==> src/hw/ahb_sub_pkg.sv <==
////////////////////
// Shared bus types, address map and timer register layout for the
// AHB-Lite peripheral subsystem. Imported by every RTL block and the
// testbench.
////////////////////

package ahb_sub_pkg;

  ////////////////////
  // Bus widths
  localparam int ADDR_W = 32;
  localparam int DATA_W = 32;

  // HTRANS encodings, NONSEQ and SEQ carry a transfer
  typedef enum logic [1:0] {
    TR_IDLE   = 2'b00,
    TR_BUSY   = 2'b01,
    TR_NONSEQ = 2'b10,
    TR_SEQ    = 2'b11
  } htrans_e;

  typedef enum logic [2:0] {
    SZ_BYTE = 3'b000,
    SZ_HALF = 3'b001,
    SZ_WORD = 3'b010
  } hsize_e;

  // Master outputs, address phase fields first
  typedef struct packed {
    logic [ADDR_W-1:0] haddr;
    logic              hwrite;
    hsize_e            hsize;
    htrans_e           htrans;
    logic [DATA_W-1:0] hwdata;  // Data phase
    logic              hsel;
  } ahb_req_t;

  // One slave response, hresp high is ERROR
  typedef struct packed {
    logic [DATA_W-1:0] hrdata;
    logic              hreadyout;
    logic              hresp;
  } ahb_rsp_t;

  typedef enum logic [1:0] {
    SLV_RAM   = 2'd0,
    SLV_TIMER = 2'd1,
    SLV_NONE  = 2'd2   // Default slave or no transfer
  } slv_e;

  ////////////////////
  // Address map
  localparam logic [ADDR_W-1:0] RAM_BASE = 32'h2000_0000;
  localparam logic [ADDR_W-1:0] RAM_MASK = 32'hFFFF_F000;
  localparam logic [ADDR_W-1:0] TMR_BASE = 32'h4000_0400;
  localparam logic [ADDR_W-1:0] TMR_MASK = 32'hFFFF_FFF0;

  // Timer word offsets, haddr[3:2]
  typedef enum logic [1:0] {
    REG_CTRL    = 2'd0,  // [0] enable, [1] irq enable
    REG_COUNT   = 2'd1,  // Read only
    REG_COMPARE = 2'd2,
    REG_STATUS  = 2'd3   // [0] match flag, write 1 to clear
  } timer_reg_e;

  // Register block to counter
  typedef struct packed {
    logic              enable;
    logic              irq_en;
    logic [DATA_W-1:0] compare;
  } timer_cfg_t;

endpackage

==> src/hw/timer_core.sv <==
////////////////////
// Timer counter. Counts while enabled, wraps to zero on a compare
// match and sets a sticky flag that drives the interrupt line.
////////////////////

`timescale 1ns/100ps

module timer_core
  import ahb_sub_pkg::*;
(
  input  logic              hclk_i,
  input  logic              rst_i,
  input  timer_cfg_t        cfg_i,
  input  logic              flag_clr_i,
  output logic [DATA_W-1:0] count_o,
  output logic              flag_o,
  output logic              tint_o
);

  logic              match;
  logic [DATA_W-1:0] count_q;
  logic              flag_q;

  assign match = cfg_i.enable && (count_q == cfg_i.compare);

  always_ff @(posedge hclk_i) begin
    if (rst_i) begin
      count_q <= '0;
      flag_q  <= 1'b0;
      tint_o  <= 1'b0;
    end else begin
      if (cfg_i.enable) begin
        count_q <= match ? '0 : count_q + 1'b1;
      end

      // Match wins over a clear in the same cycle
      if (match) begin
        flag_q <= 1'b1;
      end else if (flag_clr_i) begin
        flag_q <= 1'b0;
      end

      tint_o <= flag_q && cfg_i.irq_en;  // One cycle behind the flag
    end
  end

  assign count_o = count_q;
  assign flag_o  = flag_q;

endmodule

==> config.mk <==
export PLATFORM = sky130hd
export DESIGN_NAME = timer_core
export DESIGN_NICKNAME = d
export VERILOG_FILES = /design/src/hw/ahb_sub_pkg.sv /design/src/hw/timer_core.sv
export SDC_FILE = /design/constraint.sdc
export NUM_CORES = 1
export LEC_CHECK = 0
export BUFFER_PORTS_ARGS = -buffer_cell sky130_fd_sc_hd__buf_2
export CORE_UTILIZATION = 49
export DETAILED_ROUTE_END_ITERATION = 8
export PLACE_DENSITY = 0.79
export SLEW_MARGIN = 15
export SYNTH_ARGS = -nofsm -noshare
export SYNTH_HDL_FRONTEND = slang
export SYNTH_SLANG_ARGS = --single-unit
==> constraint.sdc <==
create_clock -name hclk_i -period 2.1 [get_ports hclk_i]
set_input_delay 0.42 -clock hclk_i [delete_from_list [all_inputs] [get_ports hclk_i]]
set_output_delay 0.42 -clock hclk_i [all_outputs]
set_load 0.005 [all_outputs]
# Word-level counts from Yosys, hierarchy flattened
# Index checks and enable logic that the tools add are counted.
# op_classes
reduce_logical,3
eq_ne,1
n_mux,3
addsub,1
# op_table
cell,n
"adder 32 x 1 -> 32 bit, second input constant",1
equality test 32 bit,1
2-to-1 mux 32 bit,1
logical AND 1 bit,2
2-to-1 mux 1 bit,2
nonzero test 2 bit,1
# word_totals
inputBits,37
register_bits,34

# Longest topological paths before layout
# Gate-level depths: netlist of run 1.
# logic_depth
word_depth,3
ltp_mapped,7
ltp_nobuf,6

# Worst setup path before layout of run 1
# Ideal clock, no wire load.
# synth_path
path_kind,reg2reg
startpoint,"reg count_q[0], in the netlist count_o[0]"
endpoint,"reg count_q[26], in the netlist count_o[26]"
t_arrival_ns,1.780
stages_incl_launch_ff,7
path_buffers,0
required_time_ns,1.985
setup_slack_ns,0.205
period_less_slack_ns,1.895
setup_time_ns,0.115
path_cell_list,dfxtp_1 ha_1 nand4_1 or4_4 nor4_2 xnor2_1 nor2_2
# synth_between
elab_chain_len,3
word_cells_on_any_way,4
classes_between,1 x add/sub; 1 x eq/ne; 1 x mux; 1 x reduce/logical
# synth_lines
element,line,source
from (decl),timer_core.sv:21,logic [DATA_W-1:0] count_q;
from (signal assigned),timer_core.sv:33,count_q <= match ? '0 : count_q + 1'b1;
"parallel branches: the longest is 2 deep, another holds adder 32 x 1 -> 32 bit",n/a,
2-to-1 mux 32 bit *,timer_core.sv:33,
# Every way passes the cells marked *.
# A chain may end at the register's enable or synchronous reset.

# Worst setup path in the final report of run 1
# layout_path
startpoint,"reg count_q[5], in the netlist count_o[5]"
endpoint,"reg count_q[29], in the netlist count_o[29]"
# Same word-level chain as after synthesis.

==> results of run 1 <==
## path summary, 6_finish.rpt
check / end / slack, ns / cells after the start
worst min-delay path: count_o[1] / 0.35 / 2
worst min register to register: flag_o / 0.50 / 2
worst max-delay path: count_o[29] / 0.13 / 5
worst max register to register: count_o[29] / 0.13 / 5
## flip-flops by register name (all words and copies together) (netlist names)
signal,cells
count_o,32
flag_o,1
tint_o,1
## where the power goes
group / total (mW) / switching, mW / internal (mW)
clock network: 0.505 / 0.242 / 0.263
logic: 0.113 / 0.0532 / 0.0602
registers: 0.652 / 0.00412 / 0.648
total: 1.27 / 0.299 / 0.971
## worst register-to-register path, cell delays in order (launching register included)
cell and delay [ns]:
dfxtp_1 0.44, nand4_2 0.19, or4_4 0.70, nor4_2 0.33, xnor2_1 0.15, nor2_1 0.05
## routing by layer
layer / vias to the layer above / track usage (%)
met5: - / 0
met4: 0 / 11.7
met3: 9 / 4.69
met2: 79 / 41.4
met1: 847 / 32.5
li1: 942 / -
## Yosys cell counts
cell type	n	area share, %
a21oi_1	3	0.76
and3_1	4	1.3
and4_1	4	1.8
buf_2	3	0.76
buf_4	1	0.38
buf_6	1	0.57
clkbuf_1	2	0.38
dfxtp_1	34	35
ha_1	1	0.64
inv_1	8	1.5
nand2_1	13	2.5
nand2b_1	3	0.95
nand3_1	11	2.8
nand4_1	9	2.9
nand4_2	1	0.64
nor2_1	30	5.7
nor2_2	5	1.6
nor3_1	4	1.0
nor3_2	7	3.6
nor4_1	5	1.6
nor4_2	2	1.3
nor4b_4	1	1.2
o311ai_0	2	0.89
o31ai_2	1	0.64
or3_1	1	0.32
or4_1	1	0.38
or4_4	3	1.7
xnor2_1	32	14
xor2_1	30	13
## final cells by class
type,instances,area share (%)
clock buffers,6,3.13
clock inverters,2,0.474
inverters,8,1.14
multi-input cells,173,46.3
flip-flops and latches,34,25.9
well taps,48,2.27
repair buffers,95,20.8
## through the flow
step / power [mW] / TNS [ns] / area, um^2 / setup WS, ns / util, %
2_1_floorplan: 0.715 / 0 / 1970 / 0.205 / -
3_3_place_gp: 0.777 / -0.810 / 2540 / -0.0317 / 67.9
3_5_place_dp: 0.780 / -0.865 / 2540 / -0.0371 / 67.9
4_1_cts: 1.27 / 0 / 2640 / 0.0724 / 70.5
5_1_grt: 1.31 / 0 / 2640 / 0.00736 / 70.6
6_report: 1.27 / 0 / 2640 / 0.125 / 70.6
## kinds of logic after synthesis
group,after synthesis,share of synthesized area [%]
AO/OA/AOI/OAI,6,2.29
XOR/XNOR,62,27.6
adder cells (fa/ha/maj),1,0.636
buffers and inverters,15,3.63
flip-flops,34,34.6
AND/OR/NAND/NOR,104,31.2
==> results.sh, run 1 <==
export IMPL_rsz0062_at_grt="false"
export IMPL_start_util_pct=52.5
export IMPL_cts_repair_resized=0
export IMPL_drc=0
export IMPL_track_usage_pct=25.5
export IMPL_wl_met3_um=310
export IMPL_drive_gt1_share_pct=39.3
export IMPL_syn_area_mm2=0.00197
export IMPL_area_growth_pct=34.4
export IMPL_status="complete, no violations"
export IMPL_tightest_slew_ns=0.427
export IMPL_synth_seq_cells=34
export IMPL_clock_fmax_mhz=506
export IMPL_critical_path_class="reg2reg"
export IMPL_worstPathRequired_ns=2.28
export IMPL_cts_buffers=5
export IMPL_antenna_found_initial=0
export IMPL_arrival_ns=2.15
export IMPL_synth_warnings=0
export IMPL_grt_ovfl_total=0
export IMPL_drt_initial_drc_count=68
export IMPL_postCtsSetupBuffers=0
export IMPL_htreeDepth=2
export IMPL_max_stage_delay_ns=0.70
export IMPL_stdcell_count=366
export IMPL_finalSetupViolCount=0
export IMPL_fill_cells=310
export IMPL_synthesis_nets=260
export IMPL_syn_area_per_cell_um2=8.85
export IMPL_ant_nets=0
export IMPL_cts_tree="yes"
export IMPL_die_h_um=65.3
export IMPL_avgRoutedWirePerCell_um=13.3
export IMPL_crit_chain="nand4_2 > or4_4 > nor4_2 > xnor2_1 > nor2_1"
export IMPL_hp_start="rst_i"
export IMPL_grt_max_degree=23
export IMPL_coreArea_mm2=0.00374
export IMPL_r2r_start="count_o[5]"
export IMPL_finalHoldViolCount=0
export IMPL_min_path_type="in2reg"
export IMPL_wl_met1_um=2170
export IMPL_diodes=0
export IMPL_ir_worst_vdd_mv=0.370
export IMPL_clk_pin_slew_ns=0.08
export IMPL_critical_path_buf_inv_count=0
export IMPL_cts_root_buf="clkbuf_8"
export IMPL_seq_area_frac_synth_pct=34.6
export IMPL_die_area_mm2=0.00427
export IMPL_insertion_delay_ns=0.29
export IMPL_min_period_ns=1.97
export IMPL_final_cell_mix="buf_2, xnor2_1, dfxtp_1, xor2_1, nor2_1"
export IMPL_slew_limit_headroom_pct=71.4
export IMPL_fin_skew_ns=0.00981
export IMPL_fp_row_count=22
export IMPL_hold_ws_ns=0.348
export IMPL_vias=1877
export IMPL_io_buffer_count=70
export IMPL_clkSinkCount=34
export IMPL_drv_cap=0
export IMPL_dp_final_hpwl_um=3880
export IMPL_route_met2_wl_um=2290
export IMPL_crit_start="count_o[5]"
export IMPL_grt_pass1_wl_um=8150
export IMPL_fp_dieW_um=65.3
export IMPL_layout_commonest_cell="buf_2"
export IMPL_top_layer="met4"
export IMPL_cp_max_fo=11
export IMPL_postCtsHoldBufs=0
export IMPL_io_pins=71
export IMPL_p_per_area_mw_per_mm2=481
export IMPL_critPathTopFamily="simple AND/OR/NAND/NOR gates"
export IMPL_grt_pass1_vias=1779
export IMPL_gp_congestion=0.799
export IMPL_synth_cell_types=29
export IMPL_dr_pass1_iters=5
export IMPL_maxSlewViolCount=0
export IMPL_multiInputGateArea_mm2=0.00122
export IMPL_via_per_inst=5.13
export IMPL_period_share_pct=94.0
export IMPL_power_static_leakage_nw=1.16
export IMPL_wl_um=4890
export IMPL_clk_path_buf_depth=2
export IMPL_worst_setup_path_start_kind="register"
export IMPL_critPathCaptureType="register"
export IMPL_place_inst=358
export IMPL_nets=355
export IMPL_slowest_stage="or4_4"
export IMPL_seqCellArea_um2=683
export IMPL_synthCells=222
Note: power is estimated with default switching activity, not from simulation.
==> run 2: changes to the inputs <==
--- a/config.mk
+++ b/config.mk
@@ -8,6 +8,7 @@
 export BUFFER_PORTS_ARGS = -buffer_cell sky130_fd_sc_hd__buf_2
 export CORE_UTILIZATION = 49
 export DETAILED_ROUTE_END_ITERATION = 8
+export MAX_ROUTING_LAYER = met4
 export PLACE_DENSITY = 0.79
 export SLEW_MARGIN = 15
 export SYNTH_ARGS = -nofsm -noshare
==> constraint.sdc (replaced) <==
create_clock -name hclk_i -period 2.1 [get_ports hclk_i]
set_input_delay 0.21 -clock hclk_i [delete_from_list [all_inputs] [get_ports hclk_i]]
set_output_delay 0.21 -clock hclk_i [all_outputs]
set_load 0.005 [all_outputs]
==> results.sh, run 2 (same netlist as run 1, synthesis figures left out) <==
export IMPL_critical_path_class="reg2reg"
export IMPL_rsz0062_at_grt="false"
export IMPL_power_mw=1.25
export IMPL_slew_limit_headroom_pct=71.0
export IMPL_cp_max_fo=10
export IMPL_htreeDepth=2
export IMPL_finalSetupViolCount=0
export IMPL_grt_max_degree=21
export IMPL_io_pins=71
export IMPL_period_share_pct=95.0
export IMPL_die_h_um=65.3
export IMPL_finalHoldViolCount=0
export IMPL_tns_ns=0
export IMPL_track_usage_pct=25.0
export IMPL_insertion_delay_ns=0.28
export IMPL_worst_setup_path_start_kind="register"
export IMPL_drv_cap=0
export IMPL_status="complete, no violations"
export IMPL_arrival_ns=2.17
export IMPL_critical_path_buf_inv_count=1
export IMPL_tightest_slew_ns=0.434
export IMPL_critPathCaptureType="register"
export IMPL_nets=356
export IMPL_dr_pass1_iters=4
export IMPL_coreArea_mm2=0.00374
export IMPL_swShare_pct=22.3
export IMPL_slowest_stage="or4_4"
export IMPL_cts_tree="yes"
export IMPL_min_path_type="in2reg"
export IMPL_seqPwrFrac_pct=52.1
export IMPL_layout_commonest_cell="buf_2"
export IMPL_p_int_mw=0.973
export IMPL_cts_root_buf="clkbuf_8"
export IMPL_start_util_pct=52.5
export IMPL_stdcell_count=367
export IMPL_cts_buffers=5
export IMPL_wl_um=4820
export IMPL_crit_chain="xnor2_1 > nand4_1 > or4_4 > o31ai_4 > buf_4 > nor2_1"
export IMPL_place_inst=359
export IMPL_clk_pin_slew_ns=0.07
export IMPL_postCtsHoldBufs=0
export IMPL_antenna_found_initial=0
export IMPL_critPathTopFamily="simple AND/OR/NAND/NOR gates"
export IMPL_ir_worst_vdd_mv=0.312
export IMPL_fp_row_count=22
export IMPL_clkSinkCount=34
export IMPL_gp_congestion=0.878
export IMPL_grt_pass1_wl_um=7800
export IMPL_drc=0
export IMPL_pwr_share_clk_pct=38.9
export IMPL_p_per_area_mw_per_mm2=474
export IMPL_ant_nets=0
export IMPL_area_growth_pct=34.5
export IMPL_power_frac_comb_pct=9.1
export IMPL_final_cell_mix="buf_2, dfxtp_1, xnor2_1, xor2_1, nor2_1"
export IMPL_io_buffer_count=70
export IMPL_grt_pass1_vias=1761
export IMPL_fp_dieW_um=65.3
export IMPL_clock_fmax_mhz=501
export IMPL_power_static_leakage_nw=1.17
export IMPL_vias=1866
export IMPL_diodes=0
export IMPL_p_sw_mw=0.280
export IMPL_min_period_ns=2.00
export IMPL_dp_final_hpwl_um=3900
export IMPL_drive_gt1_share_pct=38.9
export IMPL_avgRoutedWirePerCell_um=13.1
export IMPL_drt_initial_drc_count=68
export IMPL_maxSlewViolCount=0
export IMPL_grt_ovfl_total=0
export IMPL_clk_path_buf_depth=2
export IMPL_fin_skew_ns=0.00820
export IMPL_largest_reg_flops=32
export IMPL_worstPathRequired_ns=2.28
export IMPL_die_area_mm2=0.00427
export IMPL_via_per_inst=5.08
export IMPL_max_stage_delay_ns=0.60
run 2: worst paths after layout:
check                   from    endpoint  slack [ns]  cells after the start
setup / recovery  count_o[1]  count_o[3]        0.10                      6
hold / removal         rst_i  count_o[0]        0.13                      2
setup reg to reg  count_o[1]  count_o[3]        0.10                      6
hold reg to reg       flag_o      flag_o        0.48                      2
run 2: per-layer routing:
layer,up-vias,share of wire [%],global-route usage [%]
li1,941,-,-
met1,837,45,30.8
met3,9,6.6,5.73
met4,0,1.5,7.34
met5,-,0,-
met2,79,47,40.7
run 2: area by class of cell:
cell class / count / area (um^2)
clock buffers: 7 / 86.3
clock inverters: 1 / 5.00
fillers: 317 / 1100
inverters: 8 / 30.0
multi-input cells: 173 / 1220
flip-flops and latches: 34 / 682
well taps: 48 / 60.1
repair buffers: 96 / 558
run 2: metrics by stage:
| stage | hold WS, ns | area [um^2] | utilization [%] | setup WS (ns) |
|---|---|---|---|---|
| 4_1_cts | 0.126 | 2640 | 70.6 | 0.0870 |
| 3_3_place_gp | 0.426 | 2550 | 68.1 | 0.132 |
| 3_5_place_dp | 0.423 | 2550 | 68.1 | 0.0920 |
| 6_report | 0.125 | 2640 | 70.6 | 0.105 |
| 2_1_floorplan | 0.279 | 1970 | - | 0.205 |
| 5_1_grt | 0.125 | 2640 | 70.6 | 0.0220 |
run 2: timing repair:
item / in CTS / in global routing
gates resized for setup: 0 / 1
buffers inserted: 0 / 0
setup endpoints to repair: 0 / 29
endpoints found under the hold margin: 0 / 0
run 2: power by group through the flow:
stage,registers (mW),clock network [mW],logic [mW]
detailed placement,0.666,0,0.115
global placement,0.666,0,0.112
finish,0.652,0.487,0.114
floorplan,0.667,0,0.0475
CTS,0.652,0.495,0.115
global route,0.652,0.536,0.125
==> run 3: changes to the inputs <==
--- a/config.mk
+++ b/config.mk
@@ -6,6 +6,7 @@
 export NUM_CORES = 1
 export LEC_CHECK = 0
 export BUFFER_PORTS_ARGS = -buffer_cell sky130_fd_sc_hd__buf_2
+export CORE_ASPECT_RATIO = 0.9
 export CORE_UTILIZATION = 49
 export DETAILED_ROUTE_END_ITERATION = 8
 export MAX_ROUTING_LAYER = met4
==> results.sh, run 3 (same netlist as run 1, synthesis figures left out) <==
export IMPL_die_area_mm2=0.00427
export IMPL_htreeDepth=2
export IMPL_die_h_um=62.1
export IMPL_grt_ovfl_total=0
export IMPL_grt_max_degree=18
export IMPL_fill_cells=330
export IMPL_dpl_cell_area_mm2=0.00249
export IMPL_arrival_ns=2.17
export IMPL_cts_root_buf="clkbuf_8"
export IMPL_postCtsSetupBuffers=0
export IMPL_seqCellArea_um2=683
export IMPL_ant_nets=0
export IMPL_fin_skew_ns=0.00734
export IMPL_clkSinkCount=34
export IMPL_drv_cap=0
export IMPL_pwr_share_clk_pct=39.2
export IMPL_power_frac_comb_pct=8.9
export IMPL_io_buffer_count=70
export IMPL_antenna_found_initial=0
export IMPL_coreArea_mm2=0.00378
export IMPL_worst_setup_path_start_kind="register"
export IMPL_dr_pass1_iters=4
export IMPL_nets=350
export IMPL_p_int_mw=0.970
export IMPL_wl_um=4910
export IMPL_grt_pass1_vias=1604
export IMPL_io_pins=71
export IMPL_final_cell_mix="buf_2, xnor2_1, dfxtp_1, xor2_1, nor2_1"
export IMPL_critPathCaptureType="register"
export IMPL_maxSlewViolCount=0
export IMPL_r2r_slack_ns=0.10
export IMPL_finalHoldViolCount=0
export IMPL_swShare_pct=22.7
export IMPL_drt_initial_drc_count=100
export IMPL_largest_reg_flops=32
export IMPL_power_static_leakage_nw=1.13
export IMPL_area_growth_pct=32.0
export IMPL_drc=0
export IMPL_ir_worst_vdd_mv=0.362
export IMPL_gp_congestion=0.831
export IMPL_clk_path_buf_depth=2
export IMPL_seqPwrFrac_pct=51.9
export IMPL_diodes=0
export IMPL_tightest_slew_ns=0.494
export IMPL_layout_commonest_cell="buf_2"
export IMPL_p_sw_mw=0.285
export IMPL_tns_ns=0
export IMPL_via_per_inst=5.13
export IMPL_crit_chain="nand4_1 > or4_4 > nor4_2 > xnor2_1 > nor2_1"
export IMPL_period_share_pct=95.2
export IMPL_drive_gt1_share_pct=38.3
export IMPL_min_period_ns=2.00
export IMPL_fp_row_count=21
export IMPL_clock_fmax_mhz=500
export IMPL_track_usage_pct=24.6
export IMPL_slowest_stage="or4_4"
export IMPL_multiInputGateArea_mm2=0.00123
export IMPL_start_util_pct=52.0
export IMPL_clk_pin_slew_ns=0.07
export IMPL_rsz0062_at_grt="false"
export IMPL_cts_tree="yes"
export IMPL_p_per_area_mw_per_mm2=484
export IMPL_cp_max_fo=11
export IMPL_slew_limit_headroom_pct=67.0
export IMPL_fp_dieW_um=68.8
export IMPL_insertion_delay_ns=0.28
export IMPL_worstPathRequired_ns=2.27
export IMPL_min_path_type="in2reg"
export IMPL_status="complete, no violations"
export IMPL_finalSetupViolCount=0
export IMPL_cts_buffers=5
export IMPL_grt_pass1_wl_um=7420
export IMPL_critical_path_class="reg2reg"
export IMPL_max_stage_delay_ns=0.68
export IMPL_avgRoutedWirePerCell_um=13.7
export IMPL_dp_final_hpwl_um=3720
export IMPL_vias=1841
export IMPL_design_area_mm2=0.00259
[run 3: changes by cell type in the layout (fill, tap and decap cells not counted), sizes merged]
cell / before / now
buf: 96 / 90
[run 3: area by class of cell]
cell class                      instances  area share [%]
Clock buffer                            7            3.33
Clock inverter                          1           0.193
Inverter                                8            1.16
Multi-Input combinational cell        173            47.3
Sequential cell                        34            26.3
Tap cell                               46            2.22
Timing Repair Buffer                   90            19.4
[run 3: worst paths after layout]
check / start / end / cells past startpoint
setup / recovery: count_o[4] / count_o[29] / 5
setup reg to reg: count_o[4] / count_o[29] / 5
hold / removal: rst_i / count_o[0] / 2
hold reg to reg: flag_o / flag_o / 2
[run 3: what timing repair did]
item | 4_1_cts | 5_1_grt
endpoints found under the setup margin | 0 | 30
hold buffers | 0 | 0
gates resized for setup | 0 | 4
[run 3: metrics by stage]
step           instances  worst slack [ns]  utilization (%)  hold WS (ns)  power, mW
5_1_grt              359           0.00814             68.6         0.135       1.30
4_1_cts              359            0.0498             68.3         0.122       1.26
3_5_place_dp         351            0.0674             65.8         0.415      0.776
3_3_place_gp         351             0.146             65.8         0.414      0.775
6_report             359             0.101             68.6         0.129       1.25
2_1_floorplan        222             0.205                -         0.279      0.715
[run 3: per-layer routing]
metal,wire (um),GRT usage (%),part of all wire [%],up-vias
met5,0,-,0,-
met4,53,7.87,1.1,0
met3,255,4.74,5.2,6
met2,2350,38.5,48,67
met1,2250,32.0,46,841
li1,-,-,-,927
[run 3: power groups by stage]
stage	Combinational, mW	Sequential (mW)	Clock, mW
after floorplan	0.0475	0.667	0
after CTS	0.110	0.651	0.495
after global placement	0.109	0.666	0
final	0.112	0.651	0.492
after detailed placement	0.110	0.666	0
after global routing	0.123	0.651	0.524
[run 3: critical path: cells and delay by family (launching register included)]
kind             cells  cell delay (ns)
XOR/XNOR             1             0.16
AND/OR/NAND/NOR      4             1.32
flip-flops           1             0.41
